--- config.mk ---
export PLATFORM = sky130hd
export DESIGN_NAME = exec_stage
export DESIGN_NICKNAME = d
export VERILOG_FILES = /design/src/exu_pkg.sv /design/src/exec_stage.sv /design/src/cdb_arbiter.sv /design/src/operand_select_eu.sv /design/src/alu_eu.sv
export SDC_FILE = /design/constraint.sdc
export NUM_CORES = 1
export LEC_CHECK = 0
export BUFFER_PORTS_ARGS = -buffer_cell sky130_fd_sc_hd__buf_2
export CAP_MARGIN = 20
export CORE_ASPECT_RATIO = 1.4
export CORE_UTILIZATION = 30
export DETAILED_ROUTE_END_ITERATION = 8
export SLEW_MARGIN = 20
export SYNTH_ARGS = -nofsm -noshare
export SYNTH_HDL_FRONTEND = slang
export SYNTH_SLANG_ARGS = --single-unit
export TNS_END_PERCENT = 50
--- constraint.sdc ---
create_clock -name clk_i -period 5.65 [get_ports clk_i]
set_input_delay 0.565 -clock clk_i [delete_from_list [all_inputs] [get_ports clk_i]]
set_output_delay 0.565 -clock clk_i [all_outputs]
set_load 0.005 [all_outputs]
--- src/exu_pkg.sv ---
/*
 * Shared widths and encodings for the execution stage.
 * Every unit, the CDB arbiter and the top level take their sizes
 * and opcode encodings from here.
 */

`default_nettype none

package exu_pkg;

    // Operand and result width
    localparam int XLEN       = 32;
    // Shift amount width, low bits of rs2
    localparam int SHAMT_LEN  = $clog2(XLEN);
    // Reservation-station entry index
    localparam int TAG_LEN    = 3;
    // Control field from dispatch
    localparam int CTL_LEN    = 4;
    // Exception code width
    localparam int EXCEPT_LEN = 2;

    // ALU operations, any code above ADDV is illegal
    typedef enum logic [CTL_LEN-1:0] {
        ADD  = 4'd0,
        SUB  = 4'd1,
        AND  = 4'd2,
        OR   = 4'd3,
        XOR  = 4'd4,
        SLL  = 4'd5,
        SRL  = 4'd6,
        SLT  = 4'd7,
        ADDV = 4'd8
    } alu_op_e;

    // Operand-select controls
    // Codes not listed here pick rs1
    typedef enum logic [CTL_LEN-1:0] {
        SEL_RS2  = 4'd0,
        SEL_RS1  = 4'd1,
        SEL_ZERO = 4'd2
    } sel_op_e;

    // Exception codes reported with a result
    typedef enum logic [EXCEPT_LEN-1:0] {
        EXC_NONE     = 2'd0,
        EXC_OVERFLOW = 2'd1,
        EXC_ILLEGAL  = 2'd2
    } exc_code_e;

    // Target unit of an issued instruction
    typedef enum logic {
        EU_ALU = 1'b0,
        EU_SEL = 1'b1
    } eu_sel_e;

endpackage

`default_nettype wire
--- src/exec_stage.sv ---
/*
 * Execution stage top level.
 * Steers each issued instruction to the ALU or the operand-select
 * unit and merges both result streams onto the CDB through the arbiter.
 */

`timescale 1ns/1ns
`default_nettype none

module exec_stage (
    input  logic                           clk_i,
    input  logic                           rst_n_i,
    input  logic                           flush_i,
    // Issue from dispatch
    input  logic                           issue_valid_i,
    output logic                           issue_ready_o,
    input  exu_pkg::eu_sel_e               issue_eu_i,
    input  logic [exu_pkg::CTL_LEN-1:0]    issue_ctl_i,
    input  logic [exu_pkg::XLEN-1:0]       issue_rs1_i,
    input  logic [exu_pkg::XLEN-1:0]       issue_rs2_i,
    input  logic [exu_pkg::TAG_LEN-1:0]    issue_tag_i,
    // Result bus
    output logic                           cdb_valid_o,
    input  logic                           cdb_ready_i,
    output logic [exu_pkg::TAG_LEN-1:0]    cdb_tag_o,
    output logic [exu_pkg::XLEN-1:0]       cdb_value_o,
    output logic                           cdb_except_o,
    output logic [exu_pkg::EXCEPT_LEN-1:0] cdb_except_code_o
);

    import exu_pkg::*;

    // Per-unit issue handshake
    logic alu_valid, alu_ready;
    logic sel_valid, sel_ready;

    // Unit results toward the arbiter
    logic                  alu_res_valid, alu_res_ready, alu_res_except;
    logic [TAG_LEN-1:0]    alu_res_tag;
    logic [XLEN-1:0]       alu_res_value;
    logic [EXCEPT_LEN-1:0] alu_res_code;
    logic                  sel_res_valid, sel_res_ready, sel_res_except;
    logic [TAG_LEN-1:0]    sel_res_tag;
    logic [XLEN-1:0]       sel_res_value;
    logic [EXCEPT_LEN-1:0] sel_res_code;

    // Issue steering
    assign alu_valid     = issue_valid_i && (issue_eu_i == EU_ALU);
    assign sel_valid     = issue_valid_i && (issue_eu_i == EU_SEL);
    assign issue_ready_o = (issue_eu_i == EU_SEL) ? sel_ready : alu_ready;

    alu_eu alu_eu0 (
        .clk_i, .rst_n_i, .flush_i,
        .valid_i(alu_valid), .ready_o(alu_ready), .ctl_i(issue_ctl_i),
        .rs1_i(issue_rs1_i), .rs2_i(issue_rs2_i), .tag_i(issue_tag_i),
        .res_valid_o(alu_res_valid), .res_ready_i(alu_res_ready),
        .res_tag_o(alu_res_tag), .res_value_o(alu_res_value),
        .res_except_o(alu_res_except), .res_except_code_o(alu_res_code)
    );

    operand_select_eu sel_eu0 (
        .clk_i, .rst_n_i, .flush_i,
        .valid_i(sel_valid), .ready_o(sel_ready), .ctl_i(issue_ctl_i),
        .rs1_i(issue_rs1_i), .rs2_i(issue_rs2_i), .tag_i(issue_tag_i),
        .res_valid_o(sel_res_valid), .res_ready_i(sel_res_ready),
        .res_tag_o(sel_res_tag), .res_value_o(sel_res_value),
        .res_except_o(sel_res_except), .res_except_code_o(sel_res_code)
    );

    cdb_arbiter arb0 (
        .clk_i, .rst_n_i, .flush_i,
        .alu_valid_i(alu_res_valid), .alu_ready_o(alu_res_ready),
        .alu_tag_i(alu_res_tag), .alu_value_i(alu_res_value),
        .alu_except_i(alu_res_except), .alu_except_code_i(alu_res_code),
        .sel_valid_i(sel_res_valid), .sel_ready_o(sel_res_ready),
        .sel_tag_i(sel_res_tag), .sel_value_i(sel_res_value),
        .sel_except_i(sel_res_except), .sel_except_code_i(sel_res_code),
        .cdb_valid_o, .cdb_ready_i, .cdb_tag_o, .cdb_value_o,
        .cdb_except_o, .cdb_except_code_o
    );

endmodule

`default_nettype wire

--- src/cdb_arbiter.sv ---
/*
 * Common-data-bus arbiter.
 * Picks one of the two unit results with round-robin priority and
 * loads it into a one-entry CDB register. The register refills only
 * when empty or drained by cdb_ready_i in the same cycle.
 */

`timescale 1ns/1ns
`default_nettype none

module cdb_arbiter (
    input  logic                           clk_i,
    input  logic                           rst_n_i,
    input  logic                           flush_i,
    // ALU unit result
    input  logic                           alu_valid_i,
    output logic                           alu_ready_o,
    input  logic [exu_pkg::TAG_LEN-1:0]    alu_tag_i,
    input  logic [exu_pkg::XLEN-1:0]       alu_value_i,
    input  logic                           alu_except_i,
    input  logic [exu_pkg::EXCEPT_LEN-1:0] alu_except_code_i,
    // Operand-select unit result
    input  logic                           sel_valid_i,
    output logic                           sel_ready_o,
    input  logic [exu_pkg::TAG_LEN-1:0]    sel_tag_i,
    input  logic [exu_pkg::XLEN-1:0]       sel_value_i,
    input  logic                           sel_except_i,
    input  logic [exu_pkg::EXCEPT_LEN-1:0] sel_except_code_i,
    // Result bus
    output logic                           cdb_valid_o,
    input  logic                           cdb_ready_i,
    output logic [exu_pkg::TAG_LEN-1:0]    cdb_tag_o,
    output logic [exu_pkg::XLEN-1:0]       cdb_value_o,
    output logic                           cdb_except_o,
    output logic [exu_pkg::EXCEPT_LEN-1:0] cdb_except_code_o
);

    // Set when the select unit won the last grant
    logic last_sel;
    logic can_load;
    logic load;

    // Nothing moves while a flush is in progress
    assign can_load = (!cdb_valid_o || cdb_ready_i) && !flush_i;

    // Round-robin: on contention the unit not granted last wins
    assign alu_ready_o = can_load && alu_valid_i && (!sel_valid_i || last_sel);
    assign sel_ready_o = can_load && sel_valid_i && (!alu_valid_i || !last_sel);
    assign load        = alu_ready_o || sel_ready_o;

    always_ff @(posedge clk_i or negedge rst_n_i) begin
        if (!rst_n_i) begin
            cdb_valid_o <= 1'b0;
            // ALU gets the first grant
            last_sel    <= 1'b1;
        end else if (flush_i) begin
            cdb_valid_o <= 1'b0;
        end else if (load) begin
            cdb_valid_o <= 1'b1;
            last_sel    <= sel_ready_o;
        end else if (cdb_ready_i) begin
            cdb_valid_o <= 1'b0;
        end
    end

    // CDB payload from the granted unit
    always_ff @(posedge clk_i) begin
        if (alu_ready_o) begin
            cdb_tag_o         <= alu_tag_i;
            cdb_value_o       <= alu_value_i;
            cdb_except_o      <= alu_except_i;
            cdb_except_code_o <= alu_except_code_i;
        end else if (sel_ready_o) begin
            cdb_tag_o         <= sel_tag_i;
            cdb_value_o       <= sel_value_i;
            cdb_except_o      <= sel_except_i;
            cdb_except_code_o <= sel_except_code_i;
        end
    end

endmodule

`default_nettype wire

--- src/operand_select_eu.sv ---
/*
 * Two-stage operand-select execution unit.
 * Stage 1 latches the issued control, operands and tag, stage 2 holds
 * rs1, rs2 or zero for the CDB arbiter. Two instructions can be
 * in flight. This unit never raises an exception.
 */

`timescale 1ns/1ns
`default_nettype none

module operand_select_eu (
    input  logic                           clk_i,
    input  logic                           rst_n_i,
    input  logic                           flush_i,
    // Issue side
    input  logic                           valid_i,
    output logic                           ready_o,
    input  logic [exu_pkg::CTL_LEN-1:0]    ctl_i,
    input  logic [exu_pkg::XLEN-1:0]       rs1_i,
    input  logic [exu_pkg::XLEN-1:0]       rs2_i,
    input  logic [exu_pkg::TAG_LEN-1:0]    tag_i,
    // Result side
    output logic                           res_valid_o,
    input  logic                           res_ready_i,
    output logic [exu_pkg::TAG_LEN-1:0]    res_tag_o,
    output logic [exu_pkg::XLEN-1:0]       res_value_o,
    output logic                           res_except_o,
    output logic [exu_pkg::EXCEPT_LEN-1:0] res_except_code_o
);

    import exu_pkg::*;

    // Stage 1 registers
    logic               s1_valid;
    logic [CTL_LEN-1:0] s1_ctl;
    logic [XLEN-1:0]    s1_rs1;
    logic [XLEN-1:0]    s1_rs2;
    logic [TAG_LEN-1:0] s1_tag;

    logic            s2_free;
    logic            s1_advance;
    logic            accept;
    logic [XLEN-1:0] sel_value;

    assign s2_free    = !res_valid_o || res_ready_i;
    assign s1_advance = s1_valid && s2_free;
    assign ready_o    = !s1_valid || s2_free;
    assign accept     = valid_i && ready_o && !flush_i;

    // Operand choice, unknown codes fall back to rs1
    always_comb begin
        case (sel_op_e'(s1_ctl))
            SEL_RS2:  sel_value = s1_rs2;
            SEL_ZERO: sel_value = '0;
            default:  sel_value = s1_rs1;
        endcase
    end

    // Stage valids
    always_ff @(posedge clk_i or negedge rst_n_i) begin
        if (!rst_n_i) begin
            s1_valid    <= 1'b0;
            res_valid_o <= 1'b0;
        end else if (flush_i) begin
            s1_valid    <= 1'b0;
            res_valid_o <= 1'b0;
        end else begin
            if (accept) begin
                s1_valid <= 1'b1;
            end else if (s1_advance) begin
                s1_valid <= 1'b0;
            end
            if (s1_advance) begin
                res_valid_o <= 1'b1;
            end else if (res_ready_i) begin
                res_valid_o <= 1'b0;
            end
        end
    end

    // Stage payloads
    always_ff @(posedge clk_i) begin
        if (accept) begin
            s1_ctl <= ctl_i;
            s1_rs1 <= rs1_i;
            s1_rs2 <= rs2_i;
            s1_tag <= tag_i;
        end
        if (s1_advance) begin
            res_tag_o   <= s1_tag;
            res_value_o <= sel_value;
        end
    end

    assign res_except_o      = 1'b0;
    assign res_except_code_o = EXC_NONE;

endmodule

`default_nettype wire

--- src/alu_eu.sv ---
/*
 * Integer ALU execution unit.
 * Computes the result in the issue cycle and keeps it in a single
 * output slot until the CDB arbiter takes it. Accepts a new
 * instruction in the same cycle the held result leaves.
 */

`timescale 1ns/1ns
`default_nettype none

module alu_eu (
    input  logic                           clk_i,
    input  logic                           rst_n_i,
    input  logic                           flush_i,
    // Issue side
    input  logic                           valid_i,
    output logic                           ready_o,
    input  logic [exu_pkg::CTL_LEN-1:0]    ctl_i,
    input  logic [exu_pkg::XLEN-1:0]       rs1_i,
    input  logic [exu_pkg::XLEN-1:0]       rs2_i,
    input  logic [exu_pkg::TAG_LEN-1:0]    tag_i,
    // Result side
    output logic                           res_valid_o,
    input  logic                           res_ready_i,
    output logic [exu_pkg::TAG_LEN-1:0]    res_tag_o,
    output logic [exu_pkg::XLEN-1:0]       res_value_o,
    output logic                           res_except_o,
    output logic [exu_pkg::EXCEPT_LEN-1:0] res_except_code_o
);

    import exu_pkg::*;

    alu_op_e         op;
    logic [XLEN-1:0] sum;
    logic            add_ovf;
    logic [XLEN-1:0] alu_value;
    exc_code_e       alu_exc;
    logic            accept;

    assign op  = alu_op_e'(ctl_i);
    assign sum = rs1_i + rs2_i;
    // Signed overflow: same operand signs, different result sign
    assign add_ovf = (rs1_i[XLEN-1] == rs2_i[XLEN-1]) && (sum[XLEN-1] != rs1_i[XLEN-1]);

    // Result and exception decode
    always_comb begin
        alu_value = '0;
        alu_exc   = EXC_NONE;
        case (op)
            ADD:  alu_value = sum;
            SUB:  alu_value = rs1_i - rs2_i;
            AND:  alu_value = rs1_i & rs2_i;
            OR:   alu_value = rs1_i | rs2_i;
            XOR:  alu_value = rs1_i ^ rs2_i;
            SLL:  alu_value = rs1_i << rs2_i[SHAMT_LEN-1:0];
            SRL:  alu_value = rs1_i >> rs2_i[SHAMT_LEN-1:0];
            SLT:  alu_value = {{(XLEN-1){1'b0}}, $signed(rs1_i) < $signed(rs2_i)};
            ADDV: begin
                // Wrapped sum is still returned with the trap
                alu_value = sum;
                if (add_ovf) begin
                    alu_exc = EXC_OVERFLOW;
                end
            end
            default: begin
                alu_value = '0;
                alu_exc   = EXC_ILLEGAL;
            end
        endcase
    end

    // Slot is free or being emptied this cycle
    assign ready_o = !res_valid_o || res_ready_i;
    // Issue during flush is dropped
    assign accept  = valid_i && ready_o && !flush_i;

    always_ff @(posedge clk_i or negedge rst_n_i) begin
        if (!rst_n_i) begin
            res_valid_o <= 1'b0;
        end else if (flush_i) begin
            res_valid_o <= 1'b0;
        end else if (accept) begin
            res_valid_o <= 1'b1;
        end else if (res_ready_i) begin
            res_valid_o <= 1'b0;
        end
    end

    // Result payload
    always_ff @(posedge clk_i) begin
        if (accept) begin
            res_tag_o         <= tag_i;
            res_value_o       <= alu_value;
            res_except_o      <= (alu_exc != EXC_NONE);
            res_except_code_o <= alu_exc;
        end
    end

endmodule

`default_nettype wire

==> impl_metrics.csv <==
group,metric,value,unit
global_route,grt_max_degree,70,
floorplanning,pin_count,117,
worst_setup_path,r2r_slack,2.72,ns
pwr,power.total,4.00,mW
yosys,syn-cell-area,14900,µm²
global_route,track_usage,0.242,
status,run_status,"complete, no violations",
sta,slew_headroom,0.238,
cts,clk_path_buf_depth,2,
worst_setup_path,regToRegStartpoint,"arb0.cdb_valid_o",
worst_setup_path,cp_max_fo,20,
yosys,synth_ff_type,"edfxtp_1",
sta,setup_tns,0,ns
cts,clkTransAtPathRegs,0.09,ns
place,routabilityCongestion,0.999,
sta,clock.fmax,258,MHz
global_route,antenna_found_initial,2,
floorplanning,die_w,190,µm
worst_setup_path,critical_path_class,"input pin to flop",
layout,fillers,5019,
layout,layout_common_cells,"edfxtp_1 (182), nor2_1 (136), nand2_1 (135)",
detailed_routing,drt_iter0_markers,1273,
layout,utilization,0.342,
yosys,synth_edf_count,182,
worst_setup_path,critical_path.cell_chain,"buf_2 > inv_2 > ha_1 > a211oi_1 > o21a_1 > nor3_1 > buf_4 > a221oi_2 > o21ai_0 > a21oi_1 > a21oi_1 > or4_1 > nand3_1",
floorplanning,rows,96,
worst_setup_path,reg2reg_depth,7,
cts,cts_buffers,17,
yosys,syn_inst,1508,
floorplanning,core_area,49000,µm²
yosys,ys_types,77,
place,io_buffers,116,
worst_setup_path,cpMostUsedCell,"a21oi_1",
detailed_routing,dr.pass1.iters,6,
cts,holdBufCountCts,1,
yosys,syn_nets,1684,
sta,finalSetupViolCount,0,
sta,rsz0062_at_grt,"no",
hold_path,min_path_type,"input pin to flop",
layout,drive_gt1_frac,0.187,
worst_setup_path,critPathSlowestCell,"a221oi_2",
sta,finalMaxSlewViolations,0,
global_route,grt-ovfl-total,0,
layout,final_common_cell,"edfxtp_1",
place,dp_hpwl,45.2,mm
layout,fin_nets,1742,
layout,n_antenna_cell,0,
global_route,grt_pass1_wl,88.6,mm
cts,cts_resized,0,
yosys,synth_seq_cells,187,
detailed_routing,vias,13200,
layout,area_growth,12.5,%
detailed_routing,ant_nets,0,
cts,post-cts-setup-buffers,0,
floorplanning,die_y,266,µm
floorplanning,die_area,50500,µm²
detailed_routing,wirelength,61.1,mm
floorplanning,initial_utilization,0.304,
layout,final_cells,2216,
pwr,powerDensity,239,nW/µm²
sta,final-hold-violation-count,0,
pwr,power_leakage,6.54,nW
sta,tightest_slew,1.11,ns
place,post-place-cells,2183,
hold_path,min_path_cells,1,
global_route,grt_pass1_vias,12700,
cts,clock_latency,0.46,ns
cts,cts_num_sinks,187,
worst_setup_path,crit_path_max_incr_delay,0.43,ns
detailed_routing,drc,0,
cts,htree_num_levels,4,
yosys,async_reset_ff_frac,0.0267,
worst_setup_path,startpoint,"issue_rs2_i[1]",
cts,cts_tree,"done",
worst_setup_path,critPathArrivalTime,4.20,ns
hold_path,min_from,"issue_tag_i[1]",
pwr,ir_drop,0.188,mV
worst_setup_path,startpoint_type,"input pin",
cts,root_buffer,"clkbuf_16",
flow_run,maxCapViolCount,0,
detailed_routing,wl_per_cell,27.6,µm
yosys,syn_avg_cell_area,9.87,µm²
yosys,ys_seq_area_frac,0.376,
sta,period_minus_slack,3.87,ns
yosys,synth_warnings,0,
detailed_routing,via_per_inst,5.96,
worst_setup_path,cp-end-kind,"flop",
worst_setup_path,required,5.98,ns
sta,skew,0.0112,ns
sta,min_period_over_period,0.685,
final cells by class:
| class | instances | area [µm²] | area share |
|---|---|---|---|
| multi-input cells | 1119 | 8550 | 0.511 |
| flip-flops and latches | 187 | 5590 | 0.334 |
| well taps | 637 | 797 | 0.0476 |
| repair buffers | 140 | 778 | 0.0465 |
| clock buffers | 17 | 425 | 0.0254 |
| inverters | 101 | 379 | 0.0226 |
| clock inverters | 15 | 218 | 0.0130 |
power breakdown:
group          total (mW)  switching [mW]  internal, mW
Sequential           1.62          0.0237          1.60
Clock                1.32           0.670         0.651
Combinational        1.06           0.695         0.360
Total                4.00            1.39          2.61
critical path: cells and delay by family:
family / cells / cell delay, ns
buf+inv: 3 / 0.89
fa+ha+maj: 1 / 0.42
simple gates: 3 / 0.56
compound gates: 6 / 1.73
stage by stage:
| step | instance area [µm²] | hold WS, ns | setup slack [ns] |
|---|---|---|---|
| 6_report | 16700 | 0.288 | 1.78 |
| 5_1_grt | 16700 | 0.279 | 1.46 |
| 4_1_cts | 16700 | 0.261 | 1.81 |
| 3_5_place_dp | 16100 | 0.389 | 1.34 |
| 3_3_place_gp | 16100 | 0.385 | 1.33 |
| 2_1_floorplan | 14900 | 0.269 | 0.211 |
routing by layer:
layer  track usage  share of wire  vias to the layer above
met1         0.307           0.41                     6616
met2         0.402           0.48                      610
met3        0.0297          0.065                      125
met5             0              0                        -
met4         0.122          0.048                        0
li1              -              -                     5854
synth_stat cells (all sizes together) (5+ instances only):
| library cell | instances | share of area |
|---|---|---|
| a211oi | 18 | 0.0094 |
| a21o | 18 | 0.0091 |
| a21oi | 112 | 0.038 |
| a221o | 14 | 0.0094 |
| a221oi | 26 | 0.016 |
| a22oi | 18 | 0.0091 |
| a31o | 6 | 0.0035 |
| a31oi | 16 | 0.0067 |
| and2 | 7 | 0.0029 |
| and3 | 7 | 0.0029 |
| buf | 30 | 0.012 |
| clkbuf | 71 | 0.018 |
| edfxtp | 182 | 0.37 |
| ha | 97 | 0.082 |
| inv | 100 | 0.025 |
| mux2 | 40 | 0.030 |
| mux2i | 41 | 0.028 |
| mux4 | 55 | 0.085 |
| nand2 | 135 | 0.034 |
| nand2b | 13 | 0.0055 |
| nand3 | 24 | 0.0081 |
| nand3b | 36 | 0.018 |
| nand4 | 8 | 0.0034 |
| nor2 | 136 | 0.034 |
| nor2b | 10 | 0.0042 |
| nor3 | 28 | 0.0094 |
| nor4 | 7 | 0.0029 |
| o2111ai | 5 | 0.0029 |
| o211ai | 15 | 0.0076 |
| o21a | 8 | 0.0040 |
| o21ai | 82 | 0.028 |
| o21bai | 14 | 0.0071 |
| o221ai | 14 | 0.0082 |
| o22ai | 20 | 0.0084 |
| o31ai | 13 | 0.0069 |
| or3 | 15 | 0.0063 |
| or4 | 8 | 0.0040 |
| xnor2 | 5 | 0.0029 |
kinds of logic after synthesis:
kind of cell             synth area share
buffers and inverters              0.0549
AO/OA/AOI/OAI                       0.198
adder cells (fa/ha/maj)            0.0842
flip-flops                          0.376
XOR/XNOR                          0.00294
AND/OR/NAND/NOR                     0.141
multiplexers                        0.144
registers in the layout, summed over array words and instances (netlist names), 2 cells and up:
signal and cells:
alu_eu0.res_except_code_o 2, arb0.cdb_except_code_o 2, sel_eu0.s1_rs2 32, sel_eu0.res_value_o 32, sel_eu0.s1_rs1 32, sel_eu0.res_tag_o 3, alu_eu0.res_value_o 32, arb0.cdb_value_o 32
sel_eu0.s1_ctl 4, arb0.cdb_tag_o 3, sel_eu0.s1_tag 3, alu_eu0.res_tag_o 3
final timing paths:
path | end
max in group asynchronous | arb0.last_sel
worst min-delay path | alu_eu0.res_tag_o[1]
worst min register to register | sel_eu0.res_tag_o[2]
worst max-delay path | alu_eu0.res_value_o[31]
worst max register to register | alu_eu0.res_value_o[28]
min in group asynchronous | arb0.cdb_valid_o
Note: power is estimated with default switching activity, not from simulation.
